===== src/hw/mem_pkg.sv =====
package mem_pkg;

   ////////////////////////////////////////////////////////////
   // sizes and defaults
   ////////////////////////////////////////////////////////////
   localparam int FIFO_DEPTH         = 64;  // words in each data fifo
   localparam int DEF_READ_BURST_LEN = 8;   // words fetched per read-ahead burst
   localparam int DEF_MEM_AWORDS     = 10;  // log2 of memory depth in words

   typedef logic [28:0] byte_addr_t;  // byte address, 512 Mbytes of space
   typedef logic [31:0] data_t;
   typedef logic [3:0]  sel_t;        // one bit per byte lane
   typedef logic [5:0]  blen_t;       // burst length minus one, 1..64 words
   typedef logic [6:0]  fcnt_t;       // fifo fill level, 0..FIFO_DEPTH

   // burst port instructions, both close the row afterwards
   typedef enum logic [2:0] {
      CMD_WRITE = 3'b010,  // write with autoprecharge
      CMD_READ  = 3'b011   // read with autoprecharge
   } mem_cmd_e;

   ////////////////////////////////////////////////////////////
   // bridge control
   ////////////////////////////////////////////////////////////
   typedef enum logic [2:0] {
      ST_RST     = 3'd0,  // wait for the master to close its cycle
      ST_IDLE    = 3'd1,  // first strobe of a block decides the direction
      ST_WR_FIFO = 3'd2,  // collecting write words
      ST_WR_CMD  = 3'd3,  // write burst ready, command queue full
      ST_RD_FIFO = 3'd4,  // serving reads from the read-ahead fifo
      ST_RD_CMD  = 3'd5   // read burst ready, command queue full
   } fsm_state_e;

endpackage

===== src/hw/rd_prefetch_fifo.sv =====
`timescale 1ns/1ns

module rd_prefetch_fifo (
   input  logic           wb_clk,
   input  logic           mem_rst,
   input  logic           push_i,
   input  mem_pkg::data_t data_i,
   input  logic           pop_i,
   input  logic           inv_i,
   input  mem_pkg::fcnt_t inv_cnt_i,
   output mem_pkg::data_t data_o,
   output logic           empty_o,
   output logic           full_o,
   output logic           busy_o
);

   localparam int PW = $clog2(mem_pkg::FIFO_DEPTH);

   mem_pkg::data_t dat_mem [mem_pkg::FIFO_DEPTH];
   logic [PW-1:0]  wr_ptr;
   logic [PW-1:0]  rd_ptr;
   mem_pkg::fcnt_t cnt;
   mem_pkg::fcnt_t inv_cnt;   // stale words still to throw away
   logic           inv_nz_d;  // drain active last cycle
   logic           drain;
   logic           do_push;
   logic           do_pop;

   assign full_o  = (cnt == mem_pkg::fcnt_t'(mem_pkg::FIFO_DEPTH));
   assign empty_o = (cnt == '0);
   assign data_o  = dat_mem[rd_ptr];

   // stale words leave one per cycle as soon as they show up
   assign drain   = (inv_cnt != '0) & ~empty_o;
   assign do_push = push_i & ~full_o;
   assign do_pop  = (pop_i | drain) & ~empty_o;

   // held one extra cycle so the head is settled when busy drops
   assign busy_o  = (inv_cnt != '0) | inv_nz_d;

   always_ff @(posedge wb_clk) begin
      if (do_push) dat_mem[wr_ptr] <= data_i;
   end

   always_ff @(posedge wb_clk) begin
      if (mem_rst) begin
         wr_ptr   <= '0;
         rd_ptr   <= '0;
         cnt      <= '0;
         inv_cnt  <= '0;
         inv_nz_d <= 1'b0;
      end else begin
         if (do_push) wr_ptr <= wr_ptr + 1'b1;
         if (do_pop) rd_ptr <= rd_ptr + 1'b1;
         cnt <= cnt + mem_pkg::fcnt_t'(do_push) - mem_pkg::fcnt_t'(do_pop);
         // a new request adds to whatever is still being dropped
         inv_cnt  <= inv_cnt - mem_pkg::fcnt_t'(drain) + (inv_i ? inv_cnt_i : '0);
         inv_nz_d <= (inv_cnt != '0);
      end
   end

endmodule


===== config.mk =====
export PLATFORM = sky130hd
export DESIGN_NAME = rd_prefetch_fifo
export DESIGN_NICKNAME = d
export VERILOG_FILES = /design/src/hw/mem_pkg.sv /design/src/hw/rd_prefetch_fifo.sv
export SDC_FILE = /design/constraint.sdc
export NUM_CORES = 2
export LEC_CHECK = 0
export BUFFER_PORTS_ARGS = -buffer_cell sky130_fd_sc_hd__buf_2
export CORE_MARGIN = 2
export CORE_UTILIZATION = 60
export CTS_CLUSTER_SIZE = 10
export DETAILED_ROUTE_END_ITERATION = 6
export HOLD_SLACK_MARGIN = 0.06
export PLACE_DENSITY = 0.76
export SETUP_SLACK_MARGIN = 0.15
export SKIP_CTS_REPAIR_TIMING = 1
export SYNTH_ARGS = -nofsm -noshare
export SYNTH_HDL_FRONTEND = slang
export SYNTH_SLANG_ARGS = --single-unit

===== constraint.sdc =====
create_clock -name wb_clk -period 7.51 [get_ports wb_clk]
set_clock_uncertainty 0.15 [all_clocks]
set_input_delay 1.502 -clock wb_clk [delete_from_list [all_inputs] [get_ports wb_clk]]
set_output_delay 1.502 -clock wb_clk [all_outputs]
set_load 0.01 [all_outputs]

==> summary.txt <==
STA
  • Final Hold Violating Endpoints: 0
  • Setup ws final: between 1 and 1.5 ns
  • Post-layout min period: 6.28 ns
  • Worst slew pin tran: about 1.4 ns
  • Fin Setup TNS: 0 ns
  • Worst hold slack: roughly 0.37 ns
  • Slew HR: between 6 and 7%
  • Max Freq: 0.159 GHz
  • Max-slew violation count: 0
  • Setup repair after global routing missed its margin: no
  • Period utilization: between 80% and 90%
  • Final setup violation count: 0

Detailed routing
  • Met3 wire len: about 27000 µm
  • DRT iter0 DRCs: between 6k and 7k
  • Antenna Nets Post-Route: 0
  • Via density: about 7
  • DR pass1 iterations: 5
  • Routed wl met2: between 90000 and 100000 µm
  • Met1 WL: 73100 µm
  • Vias: between 30k and 40k
  • DRC errors left: 0
  • Drt total wl: ~200000 µm
  • Highest Signal Layer: met5
  • Routed len/inst: about 36 µm

Power
  • Final Total Pwr: around 28000 µW
  • Peak supply drop: about 0.00027 V
  • Pwr dens: just over 300 mW/mm²
  • Pleak: approximately 0.027 µW

Place
  • GP Congestion: approximately 0.78
  • Placed insts: 5346
  • Worst slack at placement: approximately 2.2 ns
  • DP HPWL: around 110000 µm
  • I/O Buffers: slightly below 80

Yosys
  • #FFs+latches synth: ~2.1k
  • Synth top cells by count: edfxtp_1 (2048), mux4_2 (494), nor2_1 (142)
  • Post-Synthesis Cells: roughly 3.6k
  • YS warnings: 0
  • Synth Net Count: approximately 3.7k
  • Post-synthesis sequential area ratio: between 70 and 80%
  • Synth Area per Inst: about 22 µm²
  • Synth async-reset ratio: 0%
  • Synth Cell Area: roughly 0.08 mm²
  • Synth Flop Type: edfxtp_1
  • Synth top area share: between 70% and 80%
  • Synth area leaders: edfxtp_1 (77%), mux4_2 (14%), mux2i_1 (0.89%)
  • Synth cell types: 57
  • Post-synth top area cell: edfxtp_1
  • Most common cell in the netlist: edfxtp_1
  • Number of synthesized flops with an enable pin: approximately 2k

Die
  • Die Span X: 369 µm
  • # IOs: 79
  • Initial core utilization: 60.6%
  • Row count: around 130
  • Die Y: around 370 µm
  • Full die area: around 0.14 mm²
  • Core area: approximately 0.13 mm²

Global routing
  • Gr usage total: 30.5%
  • First-pass GRT wire length: 291000 µm
  • Initial antenna violation count: 9
  • Largest net degree at the start of global routing: 115
  • Total grt overflow: 0
  • Vias in the first global route: 40.2k

Setup path
  • Reg-to-Reg Start: cnt[2]
  • Data required, critical path: 5.86 ns
  • CP cell instances: buf_12 -> mux4_2 -> mux2i_1 -> mux4_2 -> a211oi_1 -> buf_2
  • Setup CP Type: register to output pin
  • Max incr delay on CP: 1.08 ns
  • Cell repeated most along the worst path: mux4_2
  • Worst EP arrival: ~4.6 ns
  • Critical Path Sink Type: output pin
  • Worst path slowest cell: a211oi_1
  • Crit path max fanout: 67
  • Worst Setup Start Kind: register

Clocking
  • Clock Tree Root: clkbuf_16
  • Clock Path Buffers: 3
  • Worst skew pair latency: around 0.83 ns
  • CTS sink count: roughly 2.1k
  • CTS tree: built
  • Htree depth: 4
  • Clock transition at path regs: 0.06 ns
  • CTS buffer count: approximately 230

Run status
  • Status: complete, no violations

Finish
  • Area Overhead vs Synth: 11.4%
  • Share of layout cells above drive strength 1: 27.9%
  • Nets: between 3k and 4k
  • Non-Filler Instances: about 5.6k

Worst hold path
  • Hold path start: rd_ptr[5]
  • Hold WC Path Type: register to register

Run
  • Number of max-cap violations: 0
[path summary, 6_finish.rpt]
| kind | to | slack, ns | cells past startpoint |
|---|---|---|---|
| max reg2reg | dat_mem[40][7] | 3.50 | 8 |
| min reg2reg | register | 0.37 | 2 |
| max | data_o[30] | 1.23 | 6 |
| min | register | 0.37 | 2 |
[sequential cells by signal, summed over array words and instances, names as in the netlist, named ones only]
signal    count
dat_mem    2048
cnt           7
inv_cnt       7
rd_ptr        6
wr_ptr        6
inv_nz_d      1
[report_power, final]
part / internal [µW] / switching [µW]
logic: 2320 / 2640
registers: 12900 / 124
clock network: 5440 / 4150
total: 20600 / 6910
[through the flow]
step	area (µm²)	utilization (%)
final	88900	67.5
after global routing	88900	67.5
after CTS	88900	67.5
after detailed placement	82900	62.9
after global placement	82800	62.9
after floorplan	79900	-
[layout make-up]
| class | count | area, µm² |
|---|---|---|
| diodes | 4 | 10.0 |
| clock buffers | 266 | 5910 |
| clock inverters | 12 | 159 |
| fillers | 7860 | 42900 |
| inverters | 33 | 124 |
| multi-input cells | 1285 | 17000 |
| flip-flops and latches | 2081 | 62200 |
| well taps | 1755 | 2200 |
| repair buffers | 192 | 1360 |
[cell usage in the layout (no fill, tap or decap), drive strengths merged, types with 15 or more instances in the layout]
cell and n:
o221ai 15, o21ai 30, mux4 494, nand2b 26, edfxtp 2048, nand2 54, buf 192, nor4 27
clkbuf 266, o22ai 113, ha 23, nor3 23, nor2 142, mux2i 71, nor2b 19, dfxtp 33
mux2 61, a21oi 41, inv 38
[critical path, delay by kind of cell (launching register included)]
kind            cells  cell delay, ns
compound gates      1            1.08
mux                 3            1.04
flops               1            0.76
buf+inv             2            0.80
[cells by family after synthesis]
logic type      synth area share, %
xor+xnor                      0.186
flops                          77.8
mux                            15.7
fa+ha+maj                     0.410
simple gates                   1.95
buf+inv                        1.56
compound gates                 2.39
[routing by layer]
layer,up-vias,global-route usage (%)
li1,15500,-
met1,20700,43.6
met2,2971,46.6
met3,389,7.77
met4,10,10.6
met5,-,0
(Power assumes the default switching activity.)
