**src/hw/mem_pkg.sv**
```systemverilog
package mem_pkg;

   ////////////////////////////////////////////////////////////
   // sizes and defaults
   ////////////////////////////////////////////////////////////
   localparam int FIFO_DEPTH         = 64;  // words in each data fifo
   localparam int DEF_READ_BURST_LEN = 8;   // words fetched per read-ahead burst
   localparam int DEF_MEM_AWORDS     = 10;  // log2 of memory depth in words

   typedef logic [28:0] byte_addr_t;  // byte address, 512 Mbytes of space
   typedef logic [31:0] data_t;
   typedef logic [3:0]  sel_t;        // one bit per byte lane
   typedef logic [5:0]  blen_t;       // burst length minus one, 1..64 words
   typedef logic [6:0]  fcnt_t;       // fifo fill level, 0..FIFO_DEPTH

   // burst port instructions, both close the row afterwards
   typedef enum logic [2:0] {
      CMD_WRITE = 3'b010,  // write with autoprecharge
      CMD_READ  = 3'b011   // read with autoprecharge
   } mem_cmd_e;

   ////////////////////////////////////////////////////////////
   // bridge control
   ////////////////////////////////////////////////////////////
   typedef enum logic [2:0] {
      ST_RST     = 3'd0,  // wait for the master to close its cycle
      ST_IDLE    = 3'd1,  // first strobe of a block decides the direction
      ST_WR_FIFO = 3'd2,  // collecting write words
      ST_WR_CMD  = 3'd3,  // write burst ready, command queue full
      ST_RD_FIFO = 3'd4,  // serving reads from the read-ahead fifo
      ST_RD_CMD  = 3'd5   // read burst ready, command queue full
   } fsm_state_e;

endpackage
```
**src/hw/wr_data_fifo.sv**
```systemverilog
`timescale 1ns/1ns

module wr_data_fifo (
   input  logic           wb_clk,
   input  logic           mem_rst,
   input  logic           push_i,
   input  mem_pkg::data_t data_i,
   input  mem_pkg::sel_t  sel_i,
   input  logic           pop_i,
   output mem_pkg::data_t data_o,
   output mem_pkg::sel_t  sel_o,
   output logic           full_o,
   output logic           empty_o
);

   localparam int PW = $clog2(mem_pkg::FIFO_DEPTH);

   mem_pkg::data_t dat_mem [mem_pkg::FIFO_DEPTH];  // write words
   mem_pkg::sel_t  sel_mem [mem_pkg::FIFO_DEPTH];  // their byte lanes
   logic [PW-1:0]  wr_ptr;
   logic [PW-1:0]  rd_ptr;
   mem_pkg::fcnt_t cnt;                           // words held
   logic           do_push;
   logic           do_pop;

   assign full_o  = (cnt == mem_pkg::fcnt_t'(mem_pkg::FIFO_DEPTH));
   assign empty_o = (cnt == '0);
   assign do_push = push_i & ~full_o;
   assign do_pop  = pop_i & ~empty_o;
   assign data_o  = dat_mem[rd_ptr];  // head word falls through
   assign sel_o   = sel_mem[rd_ptr];

   always_ff @(posedge wb_clk) begin
      if (do_push) begin
         dat_mem[wr_ptr] <= data_i;
         sel_mem[wr_ptr] <= sel_i;
      end
   end

   // pointers wrap on their own, depth is a power of two
   always_ff @(posedge wb_clk) begin
      if (mem_rst) begin
         wr_ptr <= '0;
         rd_ptr <= '0;
         cnt    <= '0;
      end else begin
         if (do_push) wr_ptr <= wr_ptr + 1'b1;
         if (do_pop) rd_ptr <= rd_ptr + 1'b1;
         cnt <= cnt + mem_pkg::fcnt_t'(do_push) - mem_pkg::fcnt_t'(do_pop);
      end
   end

endmodule

```
**config.mk**
```make
export PLATFORM = sky130hd
export DESIGN_NAME = wr_data_fifo
export DESIGN_NICKNAME = d
export VERILOG_FILES = /design/src/hw/mem_pkg.sv /design/src/hw/wr_data_fifo.sv
export SDC_FILE = /design/constraint.sdc
export NUM_CORES = 2
export LEC_CHECK = 0
export BUFFER_PORTS_ARGS = -buffer_cell sky130_fd_sc_hd__buf_2
export CORE_AREA = 2 2 447 449
export DETAILED_ROUTE_END_ITERATION = 12
export DIE_AREA = 0 0 449 451
export GPL_ROUTABILITY_DRIVEN = 0
export SKIP_CTS_REPAIR_TIMING = 1
export SYNTH_ARGS = -nofsm -noshare
export SYNTH_HDL_FRONTEND = slang
export SYNTH_SLANG_ARGS = --single-unit
```
**constraint.sdc**
```tcl
create_clock -name wb_clk -period 3.6 [get_ports wb_clk]
set_clock_uncertainty 0.15 [all_clocks]
set_input_delay 0.18 -clock wb_clk [delete_from_list [all_inputs] [get_ports wb_clk]]
set_output_delay 0.18 -clock wb_clk [all_outputs]
set_load 0.005 [all_outputs]
```
==> impl_metrics.tcl <==
set metrics [dict create \
    dieArea_sq_um 202000 \
    fin_crit_sh_pct 104 \
    grtUsageTotal_pct 22.9 \
    port_buffers 77 \
    synth_ff_type "edfxtp_1" \
    drt_iter0_drc 5506 \
    slew_headroom_pct 16.2 \
    cts_tree "yes" \
    final.min_clock_period_ps 3730 \
    fin_hold_ws_ps -56.7 \
    worst_slack_ps -132 \
    p_leak_nw 32.4 \
    finalHoldViolations 246 \
    grt_overflow 0 \
    cp_cell_sequence "buf_12 -> buf_16 -> buf_6 -> clkbuf_16 -> mux4_2 -> nand3_1 -> nand4_1 -> and3_4 -> buf_6" \
    path_common_cell "buf_6" \
    grt_pass1_vias 43447 \
    maxCapViolations 0 \
    slowest_stage "mux4_2" \
    grt_pass1_wl_microns 329000 \
    drt_pass1_iterations 5 \
    crit_fanout 7 \
    dr_total_vias 44604 \
    min_path_cells 1 \
    cts-root-buf "clkbuf_16" \
    worstSkewPairLatency_ps 870 \
    r2r_cells 16 \
    cp.depth 9 \
    cp_slowest_stage_delay_ps 480 \
    cts_num_sinks 2329 \
    clk_pin_slew_worst_paths_ps 60 \
    fp.dieH_microns 451 \
    drive_gt1_share_pct 35.0 \
    row_count 164 \
    n_fill_cell 15180 \
    worstSetupEndpointType "primary output" \
    synthCells 3912 \
    htree_levels 4 \
    ys_warn_count 0 \
    drc 0 \
    rsz0062_at_grt "yes" \
    placed_area_sq_um 94900 \
    post_drt_wl_per_cell_microns 33.2 \
    rrSetupSlack_ps 380 \
    syn_area_per_cell_sq_um 22.7 \
    die_x_microns 449 \
    grt_max_degree 65 \
    stdcell_area_sq_um 105000 \
    outcome "complete, but fails checks" \
    crit_buf_inv 5 \
    vdd_drop_max_mv 0.479 \
    ys_ff_latch 2329 \
    cts_buffer_depth 3 \
    synth_edf_count 2304 \
    grt_antenna_before_repair 6 \
    synth_nets 3964 \
    worstSetupPathType "reg -> out" \
    maxSlewViolCount 0 \
    pwr_density_cell_nw_per_um2 618 \
    start_util_pct 44.7 \
    drtAntennaViolNets 0 \
    io_pins 78 \
    wl_microns 242000 \
    critPathLaunchType "register" \
    cp_top_family "simple AND/OR/NAND/NOR gates" \
    yosysSeqAreaShare_pct 78.6 \
    finalSetupViolCount 17 \
    numCtsBuffers 226 \
    cp.arrival_ps 3400 \
    nets 4498 \
    utilization_pct 53.1 \
    synthArstFlopShare_pct 0 \
    fmax_ghz 0.268 \
    hold_path.class "in -> reg" \
    required_ps 3270 \
    hpwl_microns 135000 \
    coreArea_sq_um 198000 \
    worstMarginPinSlew_ps 1260 \
    syn_area_sq_um 88700 \
    area_growth_pct 18.6 \
    violations "negative hold slack, negative setup slack" \
    avgViaCountPerCell 6.11 \
    synth_cell_types 52 \
]
-- final timing paths --
check                           startpoint         endpoint
worst min register to register   rd_ptr[1]         register
worst min-delay path            data_i[19]  dat_mem[10][19]
worst max register to register      cnt[3]           cnt[6]
worst max-delay path              register         sel_o[2]
-- power by group --
| group | total (W) | switching (W) | internal [W] |
|---|---|---|---|
| Combinational | 0.0119 | 0.00567 | 0.00621 |
| Sequential | 0.0301 | 0.000119 | 0.0300 |
| Clock | 0.0229 | 0.0102 | 0.0128 |
-- cell type report --
| type | instances | area (sq um) | share of cell area (%) |
|---|---|---|---|
| clock buffer | 274 | 5910 | 5.62 |
| tap | 2656 | 3320 | 3.16 |
| inverter | 13 | 48.8 | 0.0464 |
| clock inverter | 148 | 1250 | 1.19 |
| timing repair buffer | 530 | 5970 | 5.68 |
| antenna | 5 | 12.5 | 0.0119 |
| multi-input combinational | 1346 | 19000 | 18.0 |
| sequential | 2329 | 69700 | 66.3 |
-- routing by layer --
metal	vias up	share of wire (%)	track usage [%]
met5	-	0.0062	0
met2	2036	49	37.3
met1	24444	41	32.6
met3	309	7.5	3.30
met4	4	2.7	6.42
li1	17811	-	-
-- Yosys cell counts (2+ instances only) --
cell | instances | share of area (%)
edfxtp_1 | 2304 | 78
mux4_2 | 559 | 14
nand2_1 | 97 | 0.41
nor2_1 | 87 | 0.37
buf_2 | 85 | 0.48
o22ai_1 | 78 | 0.55
nand3_1 | 69 | 0.39
nand4_1 | 68 | 0.48
clkbuf_1 | 65 | 0.28
a22oi_1 | 64 | 0.54
mux2i_1 | 57 | 0.64
o221ai_1 | 50 | 0.49
and3_1 | 38 | 0.27
buf_4 | 33 | 0.28
buf_6 | 26 | 0.33
dfxtp_1 | 25 | 0.56
o21ai_0 | 22 | 0.12
a211o_1 | 19 | 0.19
a21oi_1 | 18 | 0.10
nor2b_1 | 17 | 0.12
a211oi_1 | 13 | 0.11
buf_1 | 12 | 0.051
inv_1 | 12 | 0.051
ha_1 | 11 | 0.16
nand2b_1 | 11 | 0.078
xor2_1 | 9 | 0.089
and2_1 | 7 | 0.049
nor3_1 | 6 | 0.034
o21ai_1 | 6 | 0.034
mux2_2 | 5 | 0.063
or2_2 | 5 | 0.035
mux4_1 | 4 | 0.12
xnor2_1 | 4 | 0.039
or3_1 | 3 | 0.021
a22o_1 | 2 | 0.020
buf_8 | 2 | 0.034
nand3b_1 | 2 | 0.017
nor4_2 | 2 | 0.028
or3b_2 | 2 | 0.020
-- flip-flops by register name, summed over array words and instances (netlist names), named ones only --
register,flops
cnt,7
dat_mem,2048
rd_ptr,6
sel_mem,256
wr_ptr,6
-- stage by stage --
stage                     TNS (ps)  cells  power, W  setup WS, ps  hold WS [ps]
after floorplan             -40320   3912    0.0373         -70.3           129
after global placement           0   6723    0.0403           246           257
after detailed placement         0   6723    0.0404           240           261
after CTS                   -16980   7145    0.0631          -608          -669
after global routing         -2200   7298    0.0669          -162          5.24
final                         -824   7301    0.0650          -132         -56.7
-- layout by cell type (no fill, tap or decap), types with 12 or more instances in the layout --
master            n
edfxtp_1       2304
mux4_2          561
buf_4           268
clkbuf_16       250
nand2_1          95
buf_12           80
nand4_1          68
nand3_1          67
nor2_4           66
buf_2            62
o22ai_1          58
clkinv_1         55
clkinv_2         54
mux2i_1          50
buf_6            43
clkbuf_1         42
a22oi_1          41
o221ai_1         33
and3_4           27
a22oi_2          23
nor2_1           22
buf_16           22
dfxtp_1          20
dlygate4sd3_1    20
a211o_1          19
o22ai_2          18
bufinv_16        15
o221ai_2         14
nor2b_1          13
a21oi_1          13
buf_8            12
-- kinds of logic after synthesis --
| kind of cell | after synthesis | share of synthesized area (%) |
|---|---|---|
| AO/OA/AOI/OAI | 277 | 2.21 |
| AND/OR/NAND/NOR | 419 | 2.36 |
| XOR/XNOR | 13 | 0.128 |
| flip-flops | 2329 | 78.6 |
| adder cells (fa/ha/maj) | 12 | 0.178 |
| multiplexers | 625 | 15.0 |
| buffers and inverters | 237 | 1.53 |
Power figures use the tool's default switching activity.
