## config.mk

```make
export PLATFORM = sky130hd
export DESIGN_NAME = mem_port_fsm_flat
export DESIGN_NICKNAME = d
export VERILOG_FILES = /design/src/hw/mem_pkg.sv /design/src/hw/mem_cmd_if.sv /design/src/hw/mem_port_fsm.sv /design/src/flat_wrapper.sv
export SDC_FILE = /design/constraint.sdc
export NUM_CORES = 1
export LEC_CHECK = 0
export BUFFER_PORTS_ARGS = -buffer_cell sky130_fd_sc_hd__buf_2
export CELL_PAD_IN_SITES_DETAIL_PLACEMENT = 0
export CELL_PAD_IN_SITES_GLOBAL_PLACEMENT = 1
export CORE_UTILIZATION = 42
export DETAILED_ROUTE_END_ITERATION = 8
export PLACE_DENSITY = 0.84
export SYNTH_ARGS = -nofsm -noshare
export SYNTH_HDL_FRONTEND = slang
export SYNTH_SLANG_ARGS = --single-unit
```

## constraint.sdc

```tcl
create_clock -name wb_clk -period 4.47 [get_ports wb_clk]
set_input_delay 0.447 -clock wb_clk [delete_from_list [all_inputs] [get_ports wb_clk]]
set_output_delay 0.447 -clock wb_clk [all_outputs]
set_load 0.05 [all_outputs]
```

## src/hw/mem_pkg.sv

```systemverilog
package mem_pkg;

   ////////////////////////////////////////////////////////////
   // sizes and defaults
   ////////////////////////////////////////////////////////////
   localparam int FIFO_DEPTH         = 64;  // words in each data fifo
   localparam int DEF_READ_BURST_LEN = 8;   // words fetched per read-ahead burst
   localparam int DEF_MEM_AWORDS     = 10;  // log2 of memory depth in words

   typedef logic [28:0] byte_addr_t;  // byte address, 512 Mbytes of space
   typedef logic [31:0] data_t;
   typedef logic [3:0]  sel_t;        // one bit per byte lane
   typedef logic [5:0]  blen_t;       // burst length minus one, 1..64 words
   typedef logic [6:0]  fcnt_t;       // fifo fill level, 0..FIFO_DEPTH

   // burst port instructions, both close the row afterwards
   typedef enum logic [2:0] {
      CMD_WRITE = 3'b010,  // write with autoprecharge
      CMD_READ  = 3'b011   // read with autoprecharge
   } mem_cmd_e;

   ////////////////////////////////////////////////////////////
   // bridge control
   ////////////////////////////////////////////////////////////
   typedef enum logic [2:0] {
      ST_RST     = 3'd0,  // wait for the master to close its cycle
      ST_IDLE    = 3'd1,  // first strobe of a block decides the direction
      ST_WR_FIFO = 3'd2,  // collecting write words
      ST_WR_CMD  = 3'd3,  // write burst ready, command queue full
      ST_RD_FIFO = 3'd4,  // serving reads from the read-ahead fifo
      ST_RD_CMD  = 3'd5   // read burst ready, command queue full
   } fsm_state_e;

endpackage
```

## src/hw/mem_cmd_if.sv

```systemverilog
`timescale 1ns/1ns

// burst command group between the bridge FSM and the memory
interface mem_cmd_if;
   logic                cmd_en;     // one-cycle pulse queues a command
   mem_pkg::mem_cmd_e   cmd_instr;
   mem_pkg::blen_t      cmd_blen;   // words minus one
   mem_pkg::byte_addr_t cmd_addr;   // first byte of the burst
   logic                cmd_full;   // no room for one more command

   modport issuer (
      output cmd_en, cmd_instr, cmd_blen, cmd_addr,
      input  cmd_full
   );

   modport executor (
      input  cmd_en, cmd_instr, cmd_blen, cmd_addr,
      output cmd_full
   );
endinterface

```

## src/hw/mem_port_fsm.sv

```systemverilog
`timescale 1ns/1ns

module mem_port_fsm #(
   parameter int READ_BURST_LEN = mem_pkg::DEF_READ_BURST_LEN
) (
   input  logic                wb_clk,
   input  logic                mem_rst,
   input  logic                wbm_cyc_i,
   input  logic                wbm_stb_i,
   input  logic                wbm_we_i,
   input  mem_pkg::byte_addr_t wbm_addr_i,
   input  logic                inv_req_i,
   output logic                wbm_ack_o,
   output logic                wbm_stall_o,
   output mem_pkg::data_t      wbm_dat_o,
   mem_cmd_if.issuer           cmd,
   input  logic                wr_full_i,
   output logic                wr_push_o,
   input  mem_pkg::data_t      rd_data_i,
   input  logic                rd_empty_i,
   input  logic                rd_busy_i,
   output logic                rd_pop_o,
   output logic                rd_inv_o,
   output mem_pkg::fcnt_t      rd_inv_cnt_o
);

   mem_pkg::fsm_state_e state;
   mem_pkg::fcnt_t      stb_cnt;   // accepted strobes in this block
   mem_pkg::fcnt_t      ack_cnt;   // read acks given in this block
   mem_pkg::byte_addr_t adr_next;  // address of the word at the read fifo head
   mem_pkg::fcnt_t      rd_left;   // words issued for reading and not yet taken
   logic                acc;       // strobe accepted this cycle
   logic                pending;   // accepted reads still waiting for data
   logic                rd_ok;     // read fifo head may be used
   logic                hit;
   logic                rd_miss;
   logic                rd_refill;
   logic                blk_end;   // write block is complete

   ////////////////////////////////////////////////////////////
   // strobe handling
   ////////////////////////////////////////////////////////////
   // WR_CMD holds the master off, a strobe there would miss its block
   assign wbm_stall_o = wr_full_i | cmd.cmd_full | (state == mem_pkg::ST_WR_CMD);
   assign acc       = wbm_cyc_i & wbm_stb_i & ~wbm_stall_o;
   assign wr_push_o = acc & wbm_we_i;  // write words go straight to the fifo
   assign pending   = (stb_cnt != ack_cnt) | acc;

   // no use of the head while stale words may sit in front of it
   assign rd_ok = (rd_left != '0) & ~rd_busy_i & ~rd_inv_o & ~inv_req_i;
   assign hit   = rd_ok & (wbm_addr_i == adr_next);

   assign rd_pop_o = ~rd_empty_i & rd_ok &
                     (((state == mem_pkg::ST_IDLE) & acc & ~wbm_we_i & hit) |
                      ((state == mem_pkg::ST_RD_FIFO) & wbm_cyc_i & pending));

   assign rd_miss   = (state == mem_pkg::ST_IDLE) & acc & ~wbm_we_i & ~hit;
   assign rd_refill = (state == mem_pkg::ST_RD_FIFO) & wbm_cyc_i & pending &
                      (rd_left == '0);  // block ran dry

   assign blk_end = ~wbm_cyc_i | wr_full_i |
                    (acc & (stb_cnt == mem_pkg::fcnt_t'(mem_pkg::FIFO_DEPTH - 1)));

   ////////////////////////////////////////////////////////////
   // control state machine
   ////////////////////////////////////////////////////////////
   always_ff @(posedge wb_clk) begin
      if (mem_rst) begin
         state      <= mem_pkg::ST_RST;
         wbm_ack_o  <= 1'b0;
         cmd.cmd_en <= 1'b0;
         rd_inv_o   <= 1'b0;
         rd_left    <= '0;
         stb_cnt    <= '0;
         ack_cnt    <= '0;
      end else begin
         wbm_ack_o    <= wr_push_o | rd_pop_o;  // writes ack one cycle later
         cmd.cmd_en   <= 1'b0;
         rd_inv_o     <= 1'b0;
         rd_inv_cnt_o <= rd_left;               // drop count rides with each inv pulse
         if (acc) stb_cnt <= stb_cnt + 1'b1;
         if (rd_pop_o) begin
            wbm_dat_o <= rd_data_i;
            ack_cnt   <= ack_cnt + 1'b1;
            rd_left   <= rd_left - 1'b1;
            adr_next  <= adr_next + 29'd4;
         end
         if (inv_req_i) begin
            rd_inv_o <= 1'b1;  // external request, all read-ahead goes
            rd_left  <= '0;
         end

         case (state)
            mem_pkg::ST_RST: begin
               if (!wbm_cyc_i) state <= mem_pkg::ST_IDLE;
            end
            mem_pkg::ST_IDLE: begin
               stb_cnt <= mem_pkg::fcnt_t'(acc);  // new block
               ack_cnt <= mem_pkg::fcnt_t'(rd_pop_o);
               if (acc) begin
                  cmd.cmd_addr <= wbm_addr_i;     // burst start
                  if (wbm_we_i) begin
                     state <= mem_pkg::ST_WR_FIFO;
                  end else if (hit) begin
                     state <= mem_pkg::ST_RD_FIFO;  // read-ahead reused
                  end else begin
                     adr_next <= wbm_addr_i;  // head once leftovers are drained
                     rd_inv_o <= 1'b1;
                  end
               end
            end
            mem_pkg::ST_WR_FIFO: begin
               if (blk_end) begin
                  cmd.cmd_instr <= mem_pkg::CMD_WRITE;
                  cmd.cmd_blen  <= mem_pkg::blen_t'(stb_cnt + mem_pkg::fcnt_t'(acc) - 1'b1);
                  rd_inv_o      <= 1'b1;  // read-ahead may now be stale
                  rd_left       <= '0;
                  if (cmd.cmd_full) begin
                     state <= mem_pkg::ST_WR_CMD;
                  end else begin
                     cmd.cmd_en <= 1'b1;
                     state      <= mem_pkg::ST_IDLE;
                  end
               end
            end
            mem_pkg::ST_WR_CMD: begin
               if (!cmd.cmd_full) begin
                  cmd.cmd_en <= 1'b1;
                  state      <= mem_pkg::ST_IDLE;
               end
            end
            mem_pkg::ST_RD_FIFO: begin
               if (rd_refill) cmd.cmd_addr <= adr_next;  // continue where the fifo ends
               if (!wbm_cyc_i) state <= mem_pkg::ST_IDLE;  // leftovers stay for a hit
            end
            mem_pkg::ST_RD_CMD: begin
               if (!cmd.cmd_full) begin
                  cmd.cmd_en <= 1'b1;  // burst prepared before
                  state      <= mem_pkg::ST_RD_FIFO;
               end
            end
            default: state <= mem_pkg::ST_RST;
         endcase

         // new read burst, shared by a miss and a refill
         if (rd_miss | rd_refill) begin
            cmd.cmd_instr <= mem_pkg::CMD_READ;
            cmd.cmd_blen  <= mem_pkg::blen_t'(READ_BURST_LEN - 1);
            rd_left       <= mem_pkg::fcnt_t'(READ_BURST_LEN);
            if (cmd.cmd_full) begin
               state <= mem_pkg::ST_RD_CMD;
            end else begin
               cmd.cmd_en <= 1'b1;
               state      <= mem_pkg::ST_RD_FIFO;
            end
         end
      end
   end

endmodule

```

## src/flat_wrapper.sv

```systemverilog
// flat-port wrapper written by rule: the top's interface ports become plain ports
module mem_port_fsm_flat 
#(
   parameter int READ_BURST_LEN = mem_pkg::DEF_READ_BURST_LEN
)
  (wb_clk, mem_rst, wbm_cyc_i, wbm_stb_i, wbm_we_i, wbm_addr_i, inv_req_i, wbm_ack_o, wbm_stall_o, wbm_dat_o, wr_full_i, wr_push_o, rd_data_i, rd_empty_i, rd_busy_i, rd_pop_o, rd_inv_o, rd_inv_cnt_o, cmd_cmd_en, cmd_cmd_instr, cmd_cmd_blen, cmd_cmd_addr, cmd_cmd_full);
  mem_cmd_if cmd_i ();
  input  logic wb_clk;
  input  logic mem_rst;
  input  logic wbm_cyc_i;
  input  logic wbm_stb_i;
  input  logic wbm_we_i;
  input  mem_pkg::byte_addr_t wbm_addr_i;
  input  logic inv_req_i;
  output logic wbm_ack_o;
  output logic wbm_stall_o;
  output mem_pkg::data_t wbm_dat_o;
  input  logic wr_full_i;
  output logic wr_push_o;
  input  mem_pkg::data_t rd_data_i;
  input  logic rd_empty_i;
  input  logic rd_busy_i;
  output logic rd_pop_o;
  output logic rd_inv_o;
  output mem_pkg::fcnt_t rd_inv_cnt_o;
  output wire logic [$bits(cmd_i.cmd_en)-1:0] cmd_cmd_en;
  output wire logic [$bits(cmd_i.cmd_instr)-1:0] cmd_cmd_instr;
  output wire logic [$bits(cmd_i.cmd_blen)-1:0] cmd_cmd_blen;
  output wire logic [$bits(cmd_i.cmd_addr)-1:0] cmd_cmd_addr;
  input wire logic [$bits(cmd_i.cmd_full)-1:0] cmd_cmd_full;
  assign cmd_cmd_en = cmd_i.cmd_en;
  assign cmd_cmd_instr = cmd_i.cmd_instr;
  assign cmd_cmd_blen = cmd_i.cmd_blen;
  assign cmd_cmd_addr = cmd_i.cmd_addr;
  assign cmd_i.cmd_full = cmd_cmd_full;
  mem_port_fsm #(.READ_BURST_LEN(READ_BURST_LEN)) u_core (.wb_clk(wb_clk), .mem_rst(mem_rst), .wbm_cyc_i(wbm_cyc_i), .wbm_stb_i(wbm_stb_i), .wbm_we_i(wbm_we_i), .wbm_addr_i(wbm_addr_i), .inv_req_i(inv_req_i), .wbm_ack_o(wbm_ack_o), .wbm_stall_o(wbm_stall_o), .wbm_dat_o(wbm_dat_o), .cmd(cmd_i), .wr_full_i(wr_full_i), .wr_push_o(wr_push_o), .rd_data_i(rd_data_i), .rd_empty_i(rd_empty_i), .rd_busy_i(rd_busy_i), .rd_pop_o(rd_pop_o), .rd_inv_o(rd_inv_o), .rd_inv_cnt_o(rd_inv_cnt_o));
endmodule
```

==> metrics.cfg, run 1 <==
[status]
status = completed

[yosys]
yosysWarnings = 0
synthCells = 529
yosysMostFrequentCell = edfxtp_1
synth_top_cell_by_area = edfxtp_1
syn_area_per_cell_um2 = 11.9
synth_edf_count = 104
netlist_top_cells_area = edfxtp_1 (50%), dfxtp_1 (8.6%), xor2_1 (8.1%), mux2_2 (5.2%), nor2_1 (3.6%)
yosysTopAreaCellShare_pct = 49.6
syn-num-nets = 606
synth.yosys.seq_area_share_pct = 58.2
netlist_area_um2 = 6300
synth_cell_type_count = 50
async_flop_share_pct = 0
synth_ff_type = edfxtp_1
synth_seq_cells = 131
ys_top_cells_by_count = edfxtp_1 (104), nor2_1 (61), xor2_1 (58)

[setup_path]
crit_path_top_delay_cell = o21bai_2
worstPathMaxFanout = 21
path_class = flop to primary output
crit_chain = nand3b_1, and2_1, nor3_1, nor3_1, o21bai_2, inv_1, buf_2
rrSetupSlack_ps = 850
slowest_delay_ps = 590
cpMostUsedCell = nor3_1
endpoint_kind = primary output
worstPathArrival_ps = 3450
cp.required_ps = 4020
startpoint_type = flop

[clock_tree]
cts_root_buffer = clkbuf_16
path_clk_slew_ps = 60
cts_buffer_depth = 2
h-tree-depth = 4
cts_tree = built
hold_buffers = 0
clk_latency_ps = 420
clock_sink_count = 131
post_cts_resized = 0
cts_buffers = 17
post-cts-setup-buffers = 0

[sta]
finalHoldViolations = 0
setup-violations-final = 0
fin_worst_skew_ps = 9.11
setup_slack_ps = 572
tns_ps = 0
fin_crit_ps = 3900
drv_slew = 0
rsz0062_at_grt = no
fmax_mhz = 257
fin_crit_sh_pct = 87.2
worstMarginPinSlew_ps = 724
max_slew_margin_pct = 51.2

[place]
port_buffers = 151
place_ws_ps = 757
place_congestion = 0.822
dpl.hpwl_mm = 10.4
placed_area_um2 = 7200

[routing]
drtIter0Drc = 300
viasPerCell = 5.16
drc = 0
firstDrtPassIters = 5
vias = 4507
routedWlPerCell_um = 16.6
drt-total-wl_mm = 14.5
ant_nets = 0

[grt]
grt_use_total_pct = 19.3
antenna_found_initial = 0
grt_pass1_wl_mm = 23.1
grt_overflow_total = 0
grt_max_degree = 57
grt_pass1_vias = 4440

[pwr]
leakagePower_uw = 0.00301
max-vdd-ir-drop_mv = 0.251
p_per_area_nw_per_um2 = 385

[die]
die-area_um2 = 15500
rows = 44
die_h_um = 124
core_um2 = 14600
start_util_pct = 43.2
io_pins = 154
die_w_um = 124

[final_layout]
drive_above_1_share_pct = 33.5
multiInputGateArea_um2 = 2460
layout.nets = 754
seqCellArea_um2 = 3660
area_growth_pct = 24.0
final_util_pct = 53.5
diodes = 0
fin_area_um2 = 7810
fillers = 1244

[flow_run]
cap_viol_max_count = 0

[hold_path]
hp-class = primary input to flop

==> worst paths after layout <==
check | from | endpoint | depth (start not counted)
max reg2reg | u_core.state[1] | u_core.adr_next[16] | 10
min reg2reg | u_core.rd_left[6] | u_core.rd_inv_cnt_o[6] | 0
min | rd_data_i[20] | u_core.wbm_dat_o[20] | 1
max | u_core.state[1] | rd_pop_o | 7
==> layer usage <==
layer | routed length (um) | vias to the layer above | GRT usage, % | share of wire (%)
met3 | 954 | 15 | 5.67 | 6.6
met5 | 0 | - | 0 | 0
met1 | 6310 | 2121 | 24.3 | 44
li1 | - | 2199 | - | -
met2 | 6980 | 172 | 30.8 | 48
met4 | 235 | 0 | 7.73 | 1.6
==> power breakdown <==
part | switching, uW | internal, uW
logic | 115 | 79.0
registers | 29.4 | 1340
clock network | 516 | 927
==> cell usage in the layout (no fill, tap or decap), drive strengths merged, types with 3 or more instances in the layout <==
cell,instances
nor3,9
clkinvlp,3
buf,157
nand4,16
and3,12
clkbuf,17
clkinv,5
or3,5
edfxtp,104
nor2,61
nor4,13
nand3,16
inv,14
and2,5
bufinv,4
a211oi,3
and4,4
xnor2,23
xor2,58
mux2,29
a21oi,34
dfxtp,27
ha,6
nor2b,3
nand2,29
mux2i,4
o21ai,7
==> kinds of logic (layout without fill, tap and decap cells) <==
family          after synthesis  after routing  synth area share [%]
other cells                   2              2                 0.119
xor+xnor                     81             81                  11.3
mux                          33             33                  5.82
buf+inv                      40            200                  3.18
flops                       131            131                  58.2
compound gates               53             53                  5.05
fa+ha+maj                     6              6                  1.19
simple gates                183            183                  15.2
==> cell type report <==
class | count | share of cell area [%]
Sequential cell | 131 | 46.9
Multi-Input combinational cell | 358 | 31.5
Timing Repair Buffer | 157 | 10.3
Clock buffer | 17 | 5.45
Tap cell | 184 | 2.95
Clock inverter | 14 | 2.39
Inverter | 12 | 0.609
==> sequential cells by signal, summed over array words and instances (netlist names), 3 cells and up <==
name,cells
u_core.ack_cnt,7
u_core.cmd.cmd_addr,29
u_core.wbm_dat_o,32
u_core.rd_inv_cnt_o,7
u_core.rd_left,7
u_core.adr_next,29
u_core.state,3
u_core.cmd.cmd_blen,6
u_core.stb_cnt,7
==> through the flow <==
step           std cells  total power, uW  hold WS, ps
5_1_grt              873             3100          183
3_5_place_dp         842             1590          435
6_report             873             3010          202
3_3_place_gp         842             1590          425
2_1_floorplan        529             1510          408
4_1_cts              873             3030          184
==> critical path: cells and delay by family, from the launching register on <==
kind | cells | cell delay, ps
simple gates | 4 | 950
compound gates | 1 | 590
flops | 1 | 560
buf+inv | 2 | 930
(Power assumes the default switching activity.)
==> run 2: changes to the inputs <==
--- a/config.mk
+++ b/config.mk
@@ -11,6 +11,7 @@
 export CORE_UTILIZATION = 42
 export DETAILED_ROUTE_END_ITERATION = 8
 export PLACE_DENSITY = 0.84
+export REMOVE_ABC_BUFFERS = 1
 export SYNTH_ARGS = -nofsm -noshare
 export SYNTH_HDL_FRONTEND = slang
 export SYNTH_SLANG_ARGS = --single-unit
==> constraint.sdc (replaced) <==
create_clock -name wb_clk -period 4.47 [get_ports wb_clk]
set_input_delay 0.447 -clock wb_clk [delete_from_list [all_inputs] [get_ports wb_clk]]
set_output_delay 0.447 -clock wb_clk [all_outputs]
set_load 0.02 [all_outputs]
==> metrics.cfg, run 2 (synthesis gave the netlist of run 1 again) <==
[setup_path]
worstReg2RegStart = u_core.adr_next[7]
cp_num_buf_inv = 3
endpoint_kind = primary output
cp.required_ps = 4020
worstPathArrival_ps = 3760
rrSetupSlack_ps = 680
path_depth = 8
reg2reg_depth = 10
crit_path_top_delay_cell = inv_1
crit_chain = xor2_1, nor4_1, nand4_1, nor4b_4, o21bai_2, inv_1, buf_4, buf_2
worstReg2RegEnd = u_core.adr_next[27]
startpoint_type = flop
slowest_delay_ps = 660
worstPathMaxFanout = 21
critPathTopFamily = simple AND/OR/NAND/NOR gates
path_class = flop to primary output

[final_layout]
regMostFlops = u_core.wbm_dat_o
largest_reg_flops = 32
fillers = 1284
area_growth_pct = 23.6
diodes = 0
multiInputGateArea_um2 = 2460
final_util_pct = 53.4
seqCellArea_um2 = 3660
final_common_cell = buf_2
most-common-layout-cells = buf_2 (151), edfxtp_1 (104), nor2_1 (60), xor2_1 (58), a21oi_1 (30)
fin_area_um2 = 7790
drive_above_1_share_pct = 33.9
reg_top3 = u_core.wbm_dat_o: 32 flops, u_core.adr_next: 29 flops, u_core.cmd.cmd_addr: 29 flops
layout.nets = 754

[grt]
grt_pass1_vias = 4541
grt_max_degree = 57
grt_use_total_pct = 19.3
grt_pass1_wl_mm = 23.4
antenna_found_initial = 0
grt_overflow_total = 0

[sta]
setup-violations-final = 0
rsz0062_at_grt = no
max_slew_margin_pct = 45.7
fin_crit_sh_pct = 94.0
fin_crit_ps = 4200
setup_slack_ps = 267
fmax_mhz = 238
drv_slew = 0
fin_worst_skew_ps = 8.24
worstMarginPinSlew_ps = 813
finalHoldViolations = 0
fin_hold_ws_ps = 203

[clock_tree]
h-tree-depth = 4
clk_latency_ps = 420
hold_buffers = 0
cts_root_buffer = clkbuf_16
cts_buffer_depth = 2
post-cts-setup-buffers = 0
cts_tree = built
clock_sink_count = 131
cts_buffers = 17
post_cts_resized = 0
path_clk_slew_ps = 60

[routing]
drtIter0Drc = 293
routedWlPerCell_um = 16.9
viasPerCell = 5.23
ant_nets = 0
drt-total-wl_mm = 14.7
firstDrtPassIters = 5
vias = 4570
drc = 0

[die]
die-area_um2 = 15500
io_pins = 154
start_util_pct = 43.2
die_w_um = 124
die_h_um = 124
rows = 44
core_um2 = 14600

[pwr]
power_frac_seq_pct = 47.0
leakagePower_uw = 0.00299
p_int_uw = 2240
swShare_pct = 23.1
power_frac_comb_pct = 6.2
p_per_area_nw_per_um2 = 375
p_clk_share_pct = 46.8
p_sw_uw = 673
power.total_uw = 2920
max-vdd-ir-drop_mv = 0.278

[place]
place_ws_ps = 607
port_buffers = 151
place_congestion = 0.861
placed_area_um2 = 7200
dpl.hpwl_mm = 10.4

[hold_path]
min_from = rd_data_i[31]
worstHoldPathCells = 1
hp-class = primary input to flop
whs_endpoint = u_core.wbm_dat_o[31]

[status]
status = completed

[flow_run]
cap_viol_max_count = 0

[run 2: final cells by class]
type | instances | share of cell area [%]
sequential | 131 | 47.1
multi-input combinational | 358 | 31.6
timing repair buffer | 157 | 10.3
clock buffer | 17 | 5.46
tap | 184 | 2.96
clock inverter | 15 | 2.07
inverter | 12 | 0.611
[run 2: power by group through the flow]
stage                     clock [uW]  combinational, uW  sequential, uW
final                           1370                180            1370
after global routing            1440                198            1370
after CTS                       1390                181            1370
after detailed placement           0                179            1400
after global placement             0                174            1390
after floorplan                    0               93.6            1390
[run 2: metal layers]
layer	routed length (um)	global-route usage (%)	part of all wire, %
met5	0	0	0
met4	298	7.37	2.0
met3	797	4.30	5.4
met2	7130	30.8	48
met1	6510	25.5	44
[run 2: worst reg2reg max path, cell delays in order, from the launching register on]
cell and delay (ps):
edfxtp_1 460, xor2_1 220, nor4_1 540, nand4_1 330
nor4b_4 390, o21bai_2 270, inv_1 660, buf_4 290
nand4_1 100, xor2_1 170, a21oi_1 80
[run 2: stage by stage]
step	std cells	setup TNS, ps
floorplan	501	-66300
finish	874	0
global route	874	0
CTS	874	0
detailed placement	842	0
global placement	842	0
[run 2: worst max-delay path by stage]
| stage | to | start |
|---|---|---|
| global route | rd_pop_o | u_core.adr_next[7] |
| finish | rd_pop_o | u_core.adr_next[7] |
| floorplan | u_core.cmd.cmd_addr[0] | u_core.state[2] |
| global placement | rd_pop_o | wbm_addr_i[7] |
| CTS | rd_pop_o | u_core.adr_next[2] |
| detailed placement | u_core.adr_next[15] | wbm_addr_i[7] |
